### src/source/mem_pkg.sv
// Shared constants and types of the memory stage
// Byte addresses index a word-organized data memory, no halfword size

package mem_pkg;

    // Load/store queue
    localparam int lsq_depth     = 8;
    localparam int lsq_ptr_width = 3;   // log2 of lsq_depth

    // ROB and datapath
    localparam int rob_tag_width = 4;
    localparam int data_width    = 32;

    // Data memory geometry
    localparam int mem_words      = 256;
    localparam int mem_addr_width = 10;  // Byte address, 4 bytes per word

    // Access size encoding
    localparam logic size_byte = 1'b0;
    localparam logic size_word = 1'b1;

    // One memory word, seen whole or as byte lanes
    typedef union packed {
        logic [data_width-1:0] word;
        logic [3:0][7:0]       lanes;  // Lane 0 is the least significant byte
    } mem_word_u;

endpackage

### src/source/memory_controller.sv
// Issues the queue head to data memory, loads when the result slot is free
// Stores wait for the ROB commit, one issue per cycle

`timescale 1ns/1ns

module memory_controller
    import mem_pkg::*;
(
    input  logic                      clk,
    input  logic                      reset,
    input  logic                      head_valid,
    input  logic                      head_is_store,
    input  logic                      head_size,
    input  logic [mem_addr_width-1:0] head_address,
    input  logic [data_width-1:0]     head_data,
    input  logic [rob_tag_width-1:0]  head_rob_tag,
    input  logic                      rob_head_store,
    input  logic                      cdb_yummy,
    output logic                      deq,
    output logic                      store_retire,
    output logic                      mem_read,
    output logic                      mem_write,
    output logic                      mem_size,
    output logic [mem_addr_width-1:0] mem_address,
    output logic [data_width-1:0]     mem_wdata,
    input  logic [data_width-1:0]     mem_rdata,
    output logic                      cdb_valid,
    output logic [rob_tag_width-1:0]  cdb_rob_tag,
    output logic [data_width-1:0]     cdb_result
);

    logic load_issue;
    logic store_issue;
    logic slot_free;

    assign slot_free   = ~cdb_valid | cdb_yummy;  // Empty or taken this cycle
    assign load_issue  = head_valid & ~head_is_store & slot_free;
    assign store_issue = head_valid & head_is_store & rob_head_store;

    assign deq          = load_issue | store_issue;
    assign store_retire = store_issue;

    assign mem_read    = load_issue;
    assign mem_write   = store_issue;
    assign mem_size    = head_size;
    assign mem_address = head_address;
    assign mem_wdata   = head_data;

    // Result slot, refill wins over yummy
    always_ff @(posedge clk) begin
        if (reset) cdb_valid <= 1'b0;
        else if (load_issue) cdb_valid <= 1'b1;
        else if (cdb_yummy) cdb_valid <= 1'b0;
    end

    always_ff @(posedge clk) begin
        if (load_issue) begin
            cdb_result  <= mem_rdata;
            cdb_rob_tag <= head_rob_tag;
        end
    end

    a_read_write_excl: assert property (@(posedge clk) disable iff (reset)
        !(mem_read && mem_write));

    // Bus sees a held result until it grants it
    a_result_held: assert property (@(posedge clk) disable iff (reset)
        cdb_valid && !cdb_yummy |=> cdb_valid && $stable(cdb_result)
            && $stable(cdb_rob_tag));

endmodule

### config.mk
export PLATFORM = sky130hd
export DESIGN_NAME = memory_controller
export DESIGN_NICKNAME = d
export VERILOG_FILES = /design/src/source/mem_pkg.sv /design/src/source/memory_controller.sv
export SDC_FILE = /design/constraint.sdc
export NUM_CORES = 1
export LEC_CHECK = 0
export ABC_AREA = 1
export BUFFER_PORTS_ARGS = -buffer_cell sky130_fd_sc_hd__buf_2
export CORE_UTILIZATION = 35
export CTS_BUF_LIST = sky130_fd_sc_hd__clkbuf_2
export DETAILED_ROUTE_END_ITERATION = 12
export HOLD_SLACK_MARGIN = 0.15
export PLACE_DENSITY = 0.93
export SLEW_MARGIN = 20
export SYNTH_ARGS = -nofsm -noshare
export SYNTH_HDL_FRONTEND = slang
export SYNTH_SLANG_ARGS = --single-unit
### constraint.sdc
create_clock -name clk -period 2.6 [get_ports clk]
set_clock_uncertainty 0.15 [all_clocks]
set_input_delay 0.26 -clock clk [delete_from_list [all_inputs] [get_ports clk]]
set_output_delay 0.26 -clock clk [all_outputs]
set_load 0.01 [all_outputs]
==> metrics.md <==
| Metric | Value |
|---|---|
| Status | finished, final reports clean |
| Fmax achieved | 0.5201 GHz |
| Total global-route track usage | 0.1713 |
| First-pass GRT wire length | 5.002 mm |
| RSZ-0062 raised after global routing | no |
| Hold Crit Class | in2out |
| Hold buffer count at cts | 38 |
| Initial Util | 0.3655 |
| Synth warnings | 0 |
| Library cells used by synthesis | 7 |
| Most common cell after layout, fill and taps aside | buf_2 |
| WHS Endpoint | mem_address[1] |
| GR Util met3 | 0.1318 |
| Layout Nets | 260 |
| # H-tree levels | 2 |
| Die W | 66.87 µm |
| Tightest Pin Transition | 0.4374 ns |
| Crit Path Max Fanout | 37 |
| IO buf count | 82 |
| Overall power | 1.060 mW |
| Final Setup Violations | 0 |
| Max Cap Violations | 0 |
| Period utilization | 0.7395 |
| Pint | 0.8362 mW |
| Min Tclk post-route | 1.923 ns |
| Ant diodes | 0 |
| Clock-pin slew of the registers on the worst-case setup and hold paths | 0.16 ns |
| Worst R2R Path Depth | 4 |
| Syn Nets | 176 |
| # clock sinks | 37 |
| Routed vias | 942 |
| Mapped cell area | 1473 µm² |
| Vias per inst | 4.168 |
| Crit path kind | reg2out |
| Fin cells | 226 |
| Switching power | 0.2234 mW |
| Met1 track demand over resource | 0.1300 |
| TritonRoute pass-1 iters | 4 |
| CP endpoint kind | primary output |
| Post-place setup slack | 0.9735 ns |
| Reg-to-Reg End | cdb_result[31] |
| CP Data Arrival Time | 1.51 ns |
| Combinational power share | 0.126 |
| GR peak layer | met2 |
| Clock Latency Late Sink | 0.35 ns |
| Fin worst setup slack | 0.6773 ns |
| Final count of hold timing violations | 0 |
| TritonCTS clock tree | done |
| Setup tns final | 0 ns |
| Initial DRC Count | 97 |
| Clock group share of total power | 0.223 |
| Max clock buf depth | 2 |
| Die area | 4471 µm² |
| Die Span Y | 66.87 µm |
| Max Slew Vio Count | 0 |
| Sw Ratio | 0.2108 |
| Critical Path RT | 2.19 ns |
| Layout area overhead | 38.74% |
| GR Util met2 | 0.3018 |
| CTS resizes | 0 |
| Worst Setup SP | cdb_valid |
| CTS Buf Count | 5 |
| RD Place Congestion | 0.6767 |
| Io pins | 169 |
| Most frequent cells in the layout | buf_2, dlygate4sd3_1, edfxtp_1 |
| R2r startpoint | cdb_valid |
| Seq/Total Area, Yosys | 0.7477 |
| Startpoint types | register |
| Hold Path Stages | 0 |
| Syn Area/Cell | 16.18 µm² |
| Vias in the first global route | 905 |
| Max_slew headroom | 0.7084 |
| Share of cells above drive strength 1 | 0.5170 |
| Overflow after GRT | 0 |
| Post-synthesis cell count | 91 |
| Dpl cells | 180 |
| Core ar. | 4029 µm² |
| Largest net degree at the start of global routing | 38 |
| Antenna Nets Post-Route | 0 |
| Postcts setup bufs | 0 |
| Total Wirelength | 3.726 mm |
| #FFs+latches synth | 37 |
| Leakage | 0.9122 nW |
| HPWL Detailed | 2.894 mm |
| CTS root buf | clkbuf_2 |
| Pwr dens | 518.6 nW/µm² |
| Antenna violations before repair | 0 |
| Fill count | 363 |
| Routed length per placed instance | 16.49 µm |
| Cell Rows | 23 |
| Hold Path Origin | head_address[1] |
| Residual DRC | 0 |
| Worst VDD drop | 0.1861 mV |
| Part of the power in registers | 0.651 |
| FF-to-FF setup slack | 1.14 ns |
## cell families (layout without fill, tap and decap cells)
family / Yosys count / count (layout) / synth area share
AND/OR/NAND/NOR: 5 / 5 / 0.01444
AO/OA/AOI/OAI: 1 / 1 / 0.003395
flip-flops: 37 / 37 / 0.7477
buffers and inverters: 48 / 133 / 0.2345
## cell usage after synthesis (all sizes together)
master,count,area [µm²]
nand2,3,11.26
inv,4,15.01
buf,44,330.3
a21oi,1,5.000
nand3,2,10.01
edfxtp,36,1081
dfxtp,1,20.02
## final cells by class
class	count	area, µm²	share of cell area
clock buffers	7	35.03	0.01715
clock inverters	1	5.005	0.002449
inverters	4	15.01	0.007348
multi-input cells	6	26.28	0.01286
flip-flops and latches	37	1101	0.5389
well taps	50	62.56	0.03062
repair buffers	121	798.3	0.3907
## critical path: stages, from the launching register on
cell	delay, ns
dfxtp_1	0.34
nand2_1	0.08
nand3_1	0.09
inv_1	0.06
buf_4	0.38
buf_2	0.21
## how the worst max path moves through the flow
stage	endpoint	slack [ns]	cells after the start
finish	mem_read	0.68	5
global route	mem_read	0.51	5
CTS	mem_read	0.62	5
detailed placement	mem_read	0.97	7
global placement	mem_read	1.01	7
floorplan	cdb_result[0]	0.79	3
## per-stage QoR
stage	utilization	hold slack, ns	area (µm²)
final	0.5071	0.3700	2043
after global routing	0.5071	0.3700	2043
after CTS	0.5071	0.3701	2043
after detailed placement	0.4028	0.2714	1623
after global placement	0.4028	0.2737	1623
after floorplan	-	0.1791	1473
## power groups by stage
| stage | logic, mW | clock network, mW | registers (mW) |
|---|---|---|---|
| 6_report | 0.133 | 0.236 | 0.690 |
| 5_1_grt | 0.145 | 0.272 | 0.693 |
| 4_1_cts | 0.135 | 0.254 | 0.690 |
| 3_5_place_dp | 0.0905 | 0 | 0.704 |
| 3_3_place_gp | 0.0882 | 0 | 0.703 |
| 2_1_floorplan | 0.0830 | 0 | 0.719 |
## routing by layer
layer	routed length, µm	part of all wire	vias to the layer above
li1	-	-	432
met1	1013	0.27	413
met2	2009	0.54	75
met3	606	0.16	22
met4	96	0.026	0
met5	0	0	-
## flip-flops by register name, summed over array words and instances, names as in the netlist
signal	cells
cdb_rob_tag	4
cdb_result	32
cdb_valid	1
Note: power is estimated with default switching activity, not from simulation.
