<file path="config.mk">
export PLATFORM = sky130hd
export DESIGN_NAME = load_store_queue
export DESIGN_NICKNAME = d
export VERILOG_FILES = /design/src/source/mem_pkg.sv /design/src/source/load_store_queue.sv
export SDC_FILE = /design/constraint.sdc
export NUM_CORES = 1
export LEC_CHECK = 0
export BUFFER_PORTS_ARGS = -buffer_cell sky130_fd_sc_hd__clkbuf_2
export CORE_UTILIZATION = 55
export CTS_BUF_LIST = sky130_fd_sc_hd__clkbuf_16
export CTS_CLUSTER_DIAMETER = 100
export DETAILED_ROUTE_END_ITERATION = 10
export PLACE_DENSITY = 0.73
export SKIP_CTS_REPAIR_TIMING = 1
export SLEW_MARGIN = 40
export SYNTH_ARGS = -nofsm -noshare
export SYNTH_HDL_FRONTEND = slang
export SYNTH_SLANG_ARGS = --single-unit
</file>
<file path="constraint.sdc">
create_clock -name clk -period 6.6 [get_ports clk]
set_input_delay 0.99 -clock clk [delete_from_list [all_inputs] [get_ports clk]]
set_output_delay 0.99 -clock clk [all_outputs]
set_load 0.005 [all_outputs]
</file>
<file path="src/source/mem_pkg.sv">
// Shared constants and types of the memory stage
// Byte addresses index a word-organized data memory, no halfword size

package mem_pkg;

    // Load/store queue
    localparam int lsq_depth     = 8;
    localparam int lsq_ptr_width = 3;   // log2 of lsq_depth

    // ROB and datapath
    localparam int rob_tag_width = 4;
    localparam int data_width    = 32;

    // Data memory geometry
    localparam int mem_words      = 256;
    localparam int mem_addr_width = 10;  // Byte address, 4 bytes per word

    // Access size encoding
    localparam logic size_byte = 1'b0;
    localparam logic size_word = 1'b1;

    // One memory word, seen whole or as byte lanes
    typedef union packed {
        logic [data_width-1:0] word;
        logic [3:0][7:0]       lanes;  // Lane 0 is the least significant byte
    } mem_word_u;

endpackage

</file>
<file path="src/source/load_store_queue.sv">
// In-order circular queue of loads and stores without disambiguation
// Accepts one enqueue and one dequeue in the same cycle

`timescale 1ns/1ns

module load_store_queue
    import mem_pkg::*;
(
    input  logic                      clk,
    input  logic                      reset,
    input  logic                      enq_valid,
    input  logic                      enq_is_store,
    input  logic                      enq_size,
    input  logic [mem_addr_width-1:0] enq_address,
    input  logic [data_width-1:0]     enq_data,
    input  logic [rob_tag_width-1:0]  enq_rob_tag,
    output logic                      enq_ready,
    input  logic                      deq,
    output logic                      head_valid,
    output logic                      head_is_store,
    output logic                      head_size,
    output logic [mem_addr_width-1:0] head_address,
    output logic [data_width-1:0]     head_data,
    output logic [rob_tag_width-1:0]  head_rob_tag
);

    // Entry payload
    logic                      is_store_q [lsq_depth];
    logic                      size_q     [lsq_depth];
    logic [mem_addr_width-1:0] address_q  [lsq_depth];
    logic [data_width-1:0]     data_q     [lsq_depth];
    logic [rob_tag_width-1:0]  rob_tag_q  [lsq_depth];

    logic [lsq_ptr_width-1:0] head_ptr;
    logic [lsq_ptr_width-1:0] tail_ptr;
    logic [lsq_ptr_width:0]   count;   // One extra bit to tell full from empty
    logic                     push;
    logic                     pop;

    assign enq_ready  = (count != lsq_depth);
    assign head_valid = (count != 0);
    assign push       = enq_valid & enq_ready;
    assign pop        = deq;

    always_ff @(posedge clk) begin
        if (reset) begin
            head_ptr <= '0;
            tail_ptr <= '0;
            count    <= '0;
        end else begin
            if (push) tail_ptr <= tail_ptr + 1'b1;  // Wraps at lsq_depth
            if (pop)  head_ptr <= head_ptr + 1'b1;
            if (push && !pop) count <= count + 1'b1;
            else if (pop && !push) count <= count - 1'b1;
        end
    end

    always_ff @(posedge clk) begin
        if (push) begin
            is_store_q[tail_ptr] <= enq_is_store;
            size_q[tail_ptr]     <= enq_size;
            address_q[tail_ptr]  <= enq_address;
            data_q[tail_ptr]     <= enq_data;
            rob_tag_q[tail_ptr]  <= enq_rob_tag;
        end
    end

    assign head_is_store = is_store_q[head_ptr];
    assign head_size     = size_q[head_ptr];
    assign head_address  = address_q[head_ptr];
    assign head_data     = data_q[head_ptr];
    assign head_rob_tag  = rob_tag_q[head_ptr];

    // Controller only dequeues a present entry
    a_no_deq_empty: assert property (@(posedge clk) disable iff (reset)
        deq |-> head_valid);

    // Tail leads head by the entry count and the count stops at the depth
    a_no_write_full: assert property (@(posedge clk) disable iff (reset)
        (count <= lsq_depth) && (tail_ptr == head_ptr + count[lsq_ptr_width-1:0]));

endmodule

</file>
==> results of run 1 <==
[final cells by class]
cell class	count	area [sq um]
multi-input cells	198	3347
fillers	1727	9484
flip-flops and latches	397	11800
inverters	3	11.26
well taps	372	465.4
repair buffers	121	728.2
clock buffers	40	1001
clock inverters	34	261.5
[cell families after synthesis]
logic type / Yosys count / synth area share
DFF: 397 / 0.7702
muxes: 147 / 0.1940
and+or+nand+nor: 34 / 0.01013
buffers and inverters: 33 / 0.01520
AOI/OAI and AO/OA: 6 / 0.002207
adders and majority gates: 6 / 0.005394
xor gates and xnor gates: 5 / 0.002861
[flip-flops by register name, summed over array words and instances (netlist names), named ones only]
| register | count |
|---|---|
| is_store_q | 8 |
| size_q | 8 |
| data_q | 256 |
| count | 4 |
| address_q | 80 |
| tail_ptr | 3 |
| head_ptr | 3 |
| rob_tag_q | 32 |
[path summary, 6_finish.rpt]
| check | end | slack [ns] | depth (start not counted) |
|---|---|---|---|
| min | tail_ptr[0] | 0.50 | 2 |
| min reg2reg | tail_ptr[0] | 0.50 | 2 |
| max reg2reg | rob_tag_q[0][1] | 3.68 | 6 |
| max | head_address[3] | 2.63 | 5 |
[worst min-delay path, cell delays in order, from the launching register on]
cell and delay [ns]:
dfxtp_1 0.33, nand2_1 0.06, a21oi_1 0.06
[routing by layer]
metal	up-vias	wire length [um]
met4	2	495
met1	3582	11520
met2	167	14630
met5	-	17
li1	2940	-
met3	40	1396
[cells in the final DEF (no fill, tap or decap), types with 4 or more instances in the layout]
master     count
a21oi_1        4
nand3_1        4
ha_1           5
dfxtp_1       10
mux2_4        40
mux2_2         8
nor2_1        11
edfxtp_1     384
clkbuf_2     101
mux4_1        23
nand2_1        5
clkinv_2       7
clkinv_1      10
nor2_4         6
buf_12         4
clkbuf_16     40
inv_1         11
mux4_2        73
buf_4         12
[per-stage QoR]
stage          std cells  total power [mW]  hold slack (ns)
2_1_floorplan        628             3.429           0.4622
3_3_place_gp        1085             3.627           0.4696
3_5_place_dp        1089             3.667           0.5020
4_1_cts             1163             5.780           0.5099
5_1_grt             1165             5.934           0.5431
6_report            1165             5.736           0.5044
[power by group through the flow]
stage	Sequential, mW	Combinational, mW	Clock [mW]
2_1_floorplan	3.00	0.431	0
3_3_place_gp	3.02	0.608	0
3_5_place_dp	3.03	0.636	0
4_1_cts	2.98	0.640	2.16
5_1_grt	2.98	0.691	2.27
6_report	2.97	0.639	2.13
==> out/qor.txt, run 1 <==
status: finished clean
WL/cell: 24.08 um
Arr. time, crit path: 2.98 ns
Hold/Removal Path Class: flip-flop to flip-flop
number of synthesized flops with an enable pin: 384
maximum VDD drop: 0.2318 mV
Synth area leaders: edfxtp_1 (75%), mux4_2 (11%), mux4_1 (3.9%)
Clock Latency Late Sink: 0.53 ns
Synth Cell Area: 15310 sq um
initial antenna violation count: 1
fraction of power spent switching nets: 0.2211
dpl hpwl: 15.66 mm
Psw: 1.269 mW
starting density of the core: 0.5649
Placed Area: 16310 sq um
met1 Use GR: 0.2692
clock buffer count from CTS: 40
Die W: 168.8 um
Mean Syn Cell Area: 24.38 sq um
part of the power in registers: 0.517
Top Ports: 102
Final Wtd Congestion: 0.6969
Worst-path clk slew: 0.06 ns
Syn Nets: 686
hold_sp: tail_ptr[0]
GRT Total Usage: 0.2045
area delta synth->final: 15.07%
Max Transition Viols Final: 0
Crit path largest cell delay: 0.64 ns
asr flop ratio synth: 0
Die Y: 168.8 um
GRT busiest layer: met2
FP Rows: 60
Setup CP Type: flip-flop to output pin
met3 usage: 0.03905
first-pass GRT wire length: 42.41 mm
worst-path cell chain: buf_12 -> buf_6 -> mux4_1 -> mux2_4 -> clkbuf_2
CP max stage cell: mux4_1
# setup viols final: 0
drt drc: 0
final worst slack: 2.632 ns
Critical Path Source Type: flip-flop
count of cell types in the netlist: 31
Pleak: 5.858 nW
fmax: 0.2520 GHz
period utilisation layout: 0.6012
Antenna Nets Post-Route: 0
routed vias: 6731
WP buf/inv: 3
final hold viol count: 0
cell with the most instances after synthesis: edfxtp_1
top cells by count, synth: edfxtp_1 (384), mux4_2 (73), mux2_4 (40)
core box area: 27100 sq um
GR Util met2: 0.3529
via density per instance: 5.778
pin count of the biggest net entering global routing: 54
fin util: 0.6500
CP required: 5.61 ns
YS warnings: 0
Total Die Area: 28510 sq um
layout cells sized above 1: 0.3909
setup_tns: 0 ns
DR iter-0 viols: 490
WL final: 28.05 mm
sequential element share of the synthesized area: 0.7702
Reg-to-Reg Start: count[0]
pre-CTS setup slack: 2.755 ns
final critical path time including I/O delays and setup: 3.968 ns
#FFs+latches synth: 397
clock buffer depth: 3
Max transition margin: 0.4964
crit-path max FO: 40
crit-path leading delay family: multiplexers
CTS root buffer: clkbuf_16
# H-tree levels: 2
total clock sinks: 397
total grt overflow: 0
Synth Instances: 628
Internal: 4.468 mW
CTS tree: built
prevailing post-synth register cell: edfxtp_1
Worst setup EP type: output pin
largest area contributor in the synthesized netlist: edfxtp_1
unrepaired setup endpoints after global routing: false
Comb power frac: 0.111
ant diodes: 0
port bufs: 101
Power Dens Cells: 325.6 nW/um^2
clk_skew: 0.01376 ns
DR pass1 iterations: 5
Finished Cell Area: 17620 sq um
Yosys top cell area share: 0.7532
Clock Power Share: 0.372
number of global-route vias before repair: 7204
final net count: 819
max_cap viols: 0
worst-margin pin slew: 0.7555 ns
Note: power is estimated with default switching activity, not from simulation.
==> run 2, diff against run 1 <==
Settings changed: ABC_AREA set to 1, CORE_UTILIZATION 55 to 54, PLACE_DENSITY 0.73 to 0.75.
Clock period 6.6 ns to 3.6 ns, I/O delays scaled along.
==> run 2 against run 1 <==
Effect of this change: first-iteration DRC count increased by 110%; wire length up 11%; final area is 1.6% higher; largest power group unchanged.
==> out/qor.txt, run 2 <==
Total Die Area: 29740 sq um (was 28510 sq um)
Fin Hold WS: 0.2931 ns (was 0.5044 ns)
sequential element share of the synthesized area: 0.7515 (was 0.7702)
total clock sinks: 397 (unchanged)
YS warnings: 0 (unchanged)
Psw: 2.463 mW (was 1.269 mW)
Max transition margin: 0.4532 (was 0.4964)
CP max stage cell: inv_6 (was mux4_1)
Die W: 172.5 um (was 168.8 um)
Internal: 8.261 mW (was 4.468 mW)
Die Y: 172.5 um (was 168.8 um)
worst-margin pin slew: 0.8202 ns (was 0.7555 ns)
Synth Instances: 1267 (was 628)
clock buffer depth: 3 (unchanged)
final non-filler cell total: 1770 (was 1165)
max_cap viols: 0 (unchanged)
area delta synth->final: 14.03% (was 15.07%)
prevailing post-synth register cell: edfxtp_1 (unchanged)
CTS tree: built (unchanged)
Comb power frac: 0.104 (was 0.111)
Inst Count DP: 1696 (was 1089)
layout cells sized above 1: 0.1372 (was 0.3909)
Antenna Nets Post-Route: 0 (unchanged)
final hold viol count: 0 (unchanged)
# H-tree levels: 2 (unchanged)
Worst setup EP type: output pin (unchanged)
CP required: 3.06 ns (was 5.61 ns)
#FFs+latches synth: 397 (unchanged)
port bufs: 101 (unchanged)
number of synthesized flops with an enable pin: 384 (unchanged)
cell with the most instances after synthesis: edfxtp_1 (unchanged)
Worst-path clk slew: 0.06 ns (about the same)
Crit path largest cell delay: 0.49 ns (was 0.64 ns)
Placed Area: 16510 sq um (was 16310 sq um)
count of cell types in the netlist: 19 (was 31)
unrepaired setup endpoints after global routing: false (unchanged)
Syn Nets: 1325 (was 686)
Clock Latency Late Sink: 0.53 ns (about the same)
largest area contributor in the synthesized netlist: edfxtp_1 (unchanged)
clock buffer count from CTS: 40 (unchanged)
DR pass1 iterations: 6 (was 5)
maximum VDD drop: 0.3956 mV (was 0.2318 mV)
Finished Cell Area: 17890 sq um (was 17620 sq um)
WL/cell: 17.59 um (was 24.08 um)
Pleak: 6.341 nW (was 5.858 nW)
fmax: 0.3478 GHz
WL final: 31.13 mm (was 28.05 mm)
Setup CP Type: flip-flop to output pin (unchanged)
initial antenna violation count: 2 (was 1)
total grt overflow: 0 (unchanged)
Synth area leaders: edfxtp_1 (73%), nor2_1 (7.3%), o21ai_1 (4.9%) (was edfxtp_1 (75%), mux4_2 (11%), mux4_1 (3.9%))
DR iter-0 viols: 1039 (was 490)
Mean Syn Cell Area: 12.38 sq um (was 24.38 sq um)
asr flop ratio synth: 0 (unchanged)
CTS root buffer: clkbuf_16 (unchanged)
Top Ports: 102 (unchanged)
clk_skew: 0.02831 ns (was 0.01376 ns)
Clock Power Share: 0.397 (was 0.372)
Critical Path Source Type: flip-flop (unchanged)
Max Transition Viols Final: 0 (unchanged)
# setup viols final: 0 (unchanged)
largest register by flop count: data_q (unchanged)
Fillers: 2073 (was 1727)
FP Rows: 62 (was 60)
period utilisation layout: 0.7988
dpl hpwl: 16.21 mm (was 15.66 mm)
cell mode on critical path: nand2_1
worst-path cell chain: inv_6 -> buf_4 -> nor2_1 -> o21ai_1 -> nand2_1 -> nand2_1 -> clkbuf_2 (was buf_12 -> buf_6 -> mux4_1 -> mux2_4 -> clkbuf_2)
part of the power in registers: 0.499 (was 0.517)
status: finished clean (unchanged)
max reg flops: 256 (unchanged)
starting density of the core: 0.5482 (was 0.5649)
fin util: 0.6251 (was 0.6500)
core box area: 28630 sq um (was 27100 sq um)
crit-path max FO: 93 (was 40)
Synth Cell Area: 15690 sq um (was 15310 sq um)
drt drc: 0 (unchanged)
Hold/Removal Path Class: input pin to flip-flop (was flip-flop to flip-flop)
pin count of the biggest net entering global routing: 193 (was 54)
Yosys top cell area share: 0.7349 (was 0.7532)
Power Dens Cells: 599.3 nW/um^2 (was 325.6 nW/um^2)
GRT Total Usage: 0.2129 (was 0.2045)
routed vias: 9625 (was 6731)
Top Registers: data_q (256), address_q (80), rob_tag_q (32) (unchanged)
via density per instance: 5.438 (was 5.778)
number of global-route vias before repair: 9111 (was 7204)
first-pass GRT wire length: 48.25 mm (was 42.41 mm)
most common cell after layout, fill and taps aside: edfxtp_1 (unchanged)
final net count: 1412 (was 819)
Arr. time, crit path: 2.34 ns (was 2.98 ns)
final critical path time including I/O delays and setup: 2.876 ns
Final Wtd Congestion: 0.7370 (was 0.6969)
fraction of power spent switching nets: 0.2297 (was 0.2211)
setup_tns: 0 ns (unchanged)
commonest non-fill, non-tap cells in the layout: edfxtp_1 (384), nor2_1 (299), nand2_1 (159) (was edfxtp_1 (384), clkbuf_2 (101), mux4_2 (73))
top cells by count, synth: edfxtp_1 (384), nor2_1 (307), nand2_1 (159) (was edfxtp_1 (384), mux4_2 (73), mux2_4 (40))
[run 2: final cells by class]
type	instances	area (sq um)	area share
Sequential cell	397	11800	0.6595
Clock inverter	31	329.1	0.01839
Multi-Input combinational cell	782	3458	0.1933
Clock buffer	42	1051	0.05874
Timing Repair Buffer	118	708.2	0.03958
Tap cell	384	480.5	0.02685
Antenna cell	1	2.502	0.0001399
Inverter	15	63.81	0.003566
[run 2: power by group through the flow]
stage | combinational (mW) | clock (mW) | sequential [mW]
final | 1.12 | 4.25 | 5.35
after global routing | 1.27 | 4.50 | 5.37
after floorplan | 0.734 | 0 | 5.44
after global placement | 1.10 | 0 | 5.44
after CTS | 1.13 | 4.31 | 5.35
after detailed placement | 1.12 | 0 | 5.45
[run 2: routing by layer]
metal,vias up,part of all wire,wire length [um],track usage
met2,278,0.49,15120,0.3562
met3,55,0.055,1704,0.03410
met4,0,0.023,730,0.07349
met1,4659,0.44,13580,0.2841
met5,-,0,0,0
li1,4633,-,-,-
[run 2: cell families after synthesis]
logic type | Yosys count | synth area share
flops | 397 | 0.7515
fa+ha+maj | 6 | 0.005263
compound gates | 298 | 0.09505
buf+inv | 88 | 0.03198
xor+xnor | 4 | 0.002233
simple gates | 474 | 0.1140
[run 2: worst paths after layout]
path | start | endpoint | slack, ns | cells after the start
setup reg to reg | count[1] | data_q[6][1] | 1.23 | 7
hold / removal | enq_data[13] | data_q[0][13] | 0.29 | 1
setup / recovery | flip-flop | head_data[10] | 0.72 | 7
hold reg to reg | tail_ptr[0] | tail_ptr[0] | 0.49 | 2
[run 2: critical path, delay by kind of cell, from the launching register on]
| kind | cells | cell delay, ns |
|---|---|---|
| buffers and inverters | 3 | 1.02 |
| AOI/OAI and AO/OA | 1 | 0.17 |
| DFF | 1 | 0.36 |
| and+or+nand+nor | 3 | 0.24 |
[run 2: stage by stage]
step | total power, mW | worst slack (ns)
6_report | 10.72 | 0.7244
5_1_grt | 11.13 | 0.5188
4_1_cts | 10.80 | 0.6765
3_5_place_dp | 6.569 | 1.210
3_3_place_gp | 6.540 | 1.235
2_1_floorplan | 6.172 | 0.2507
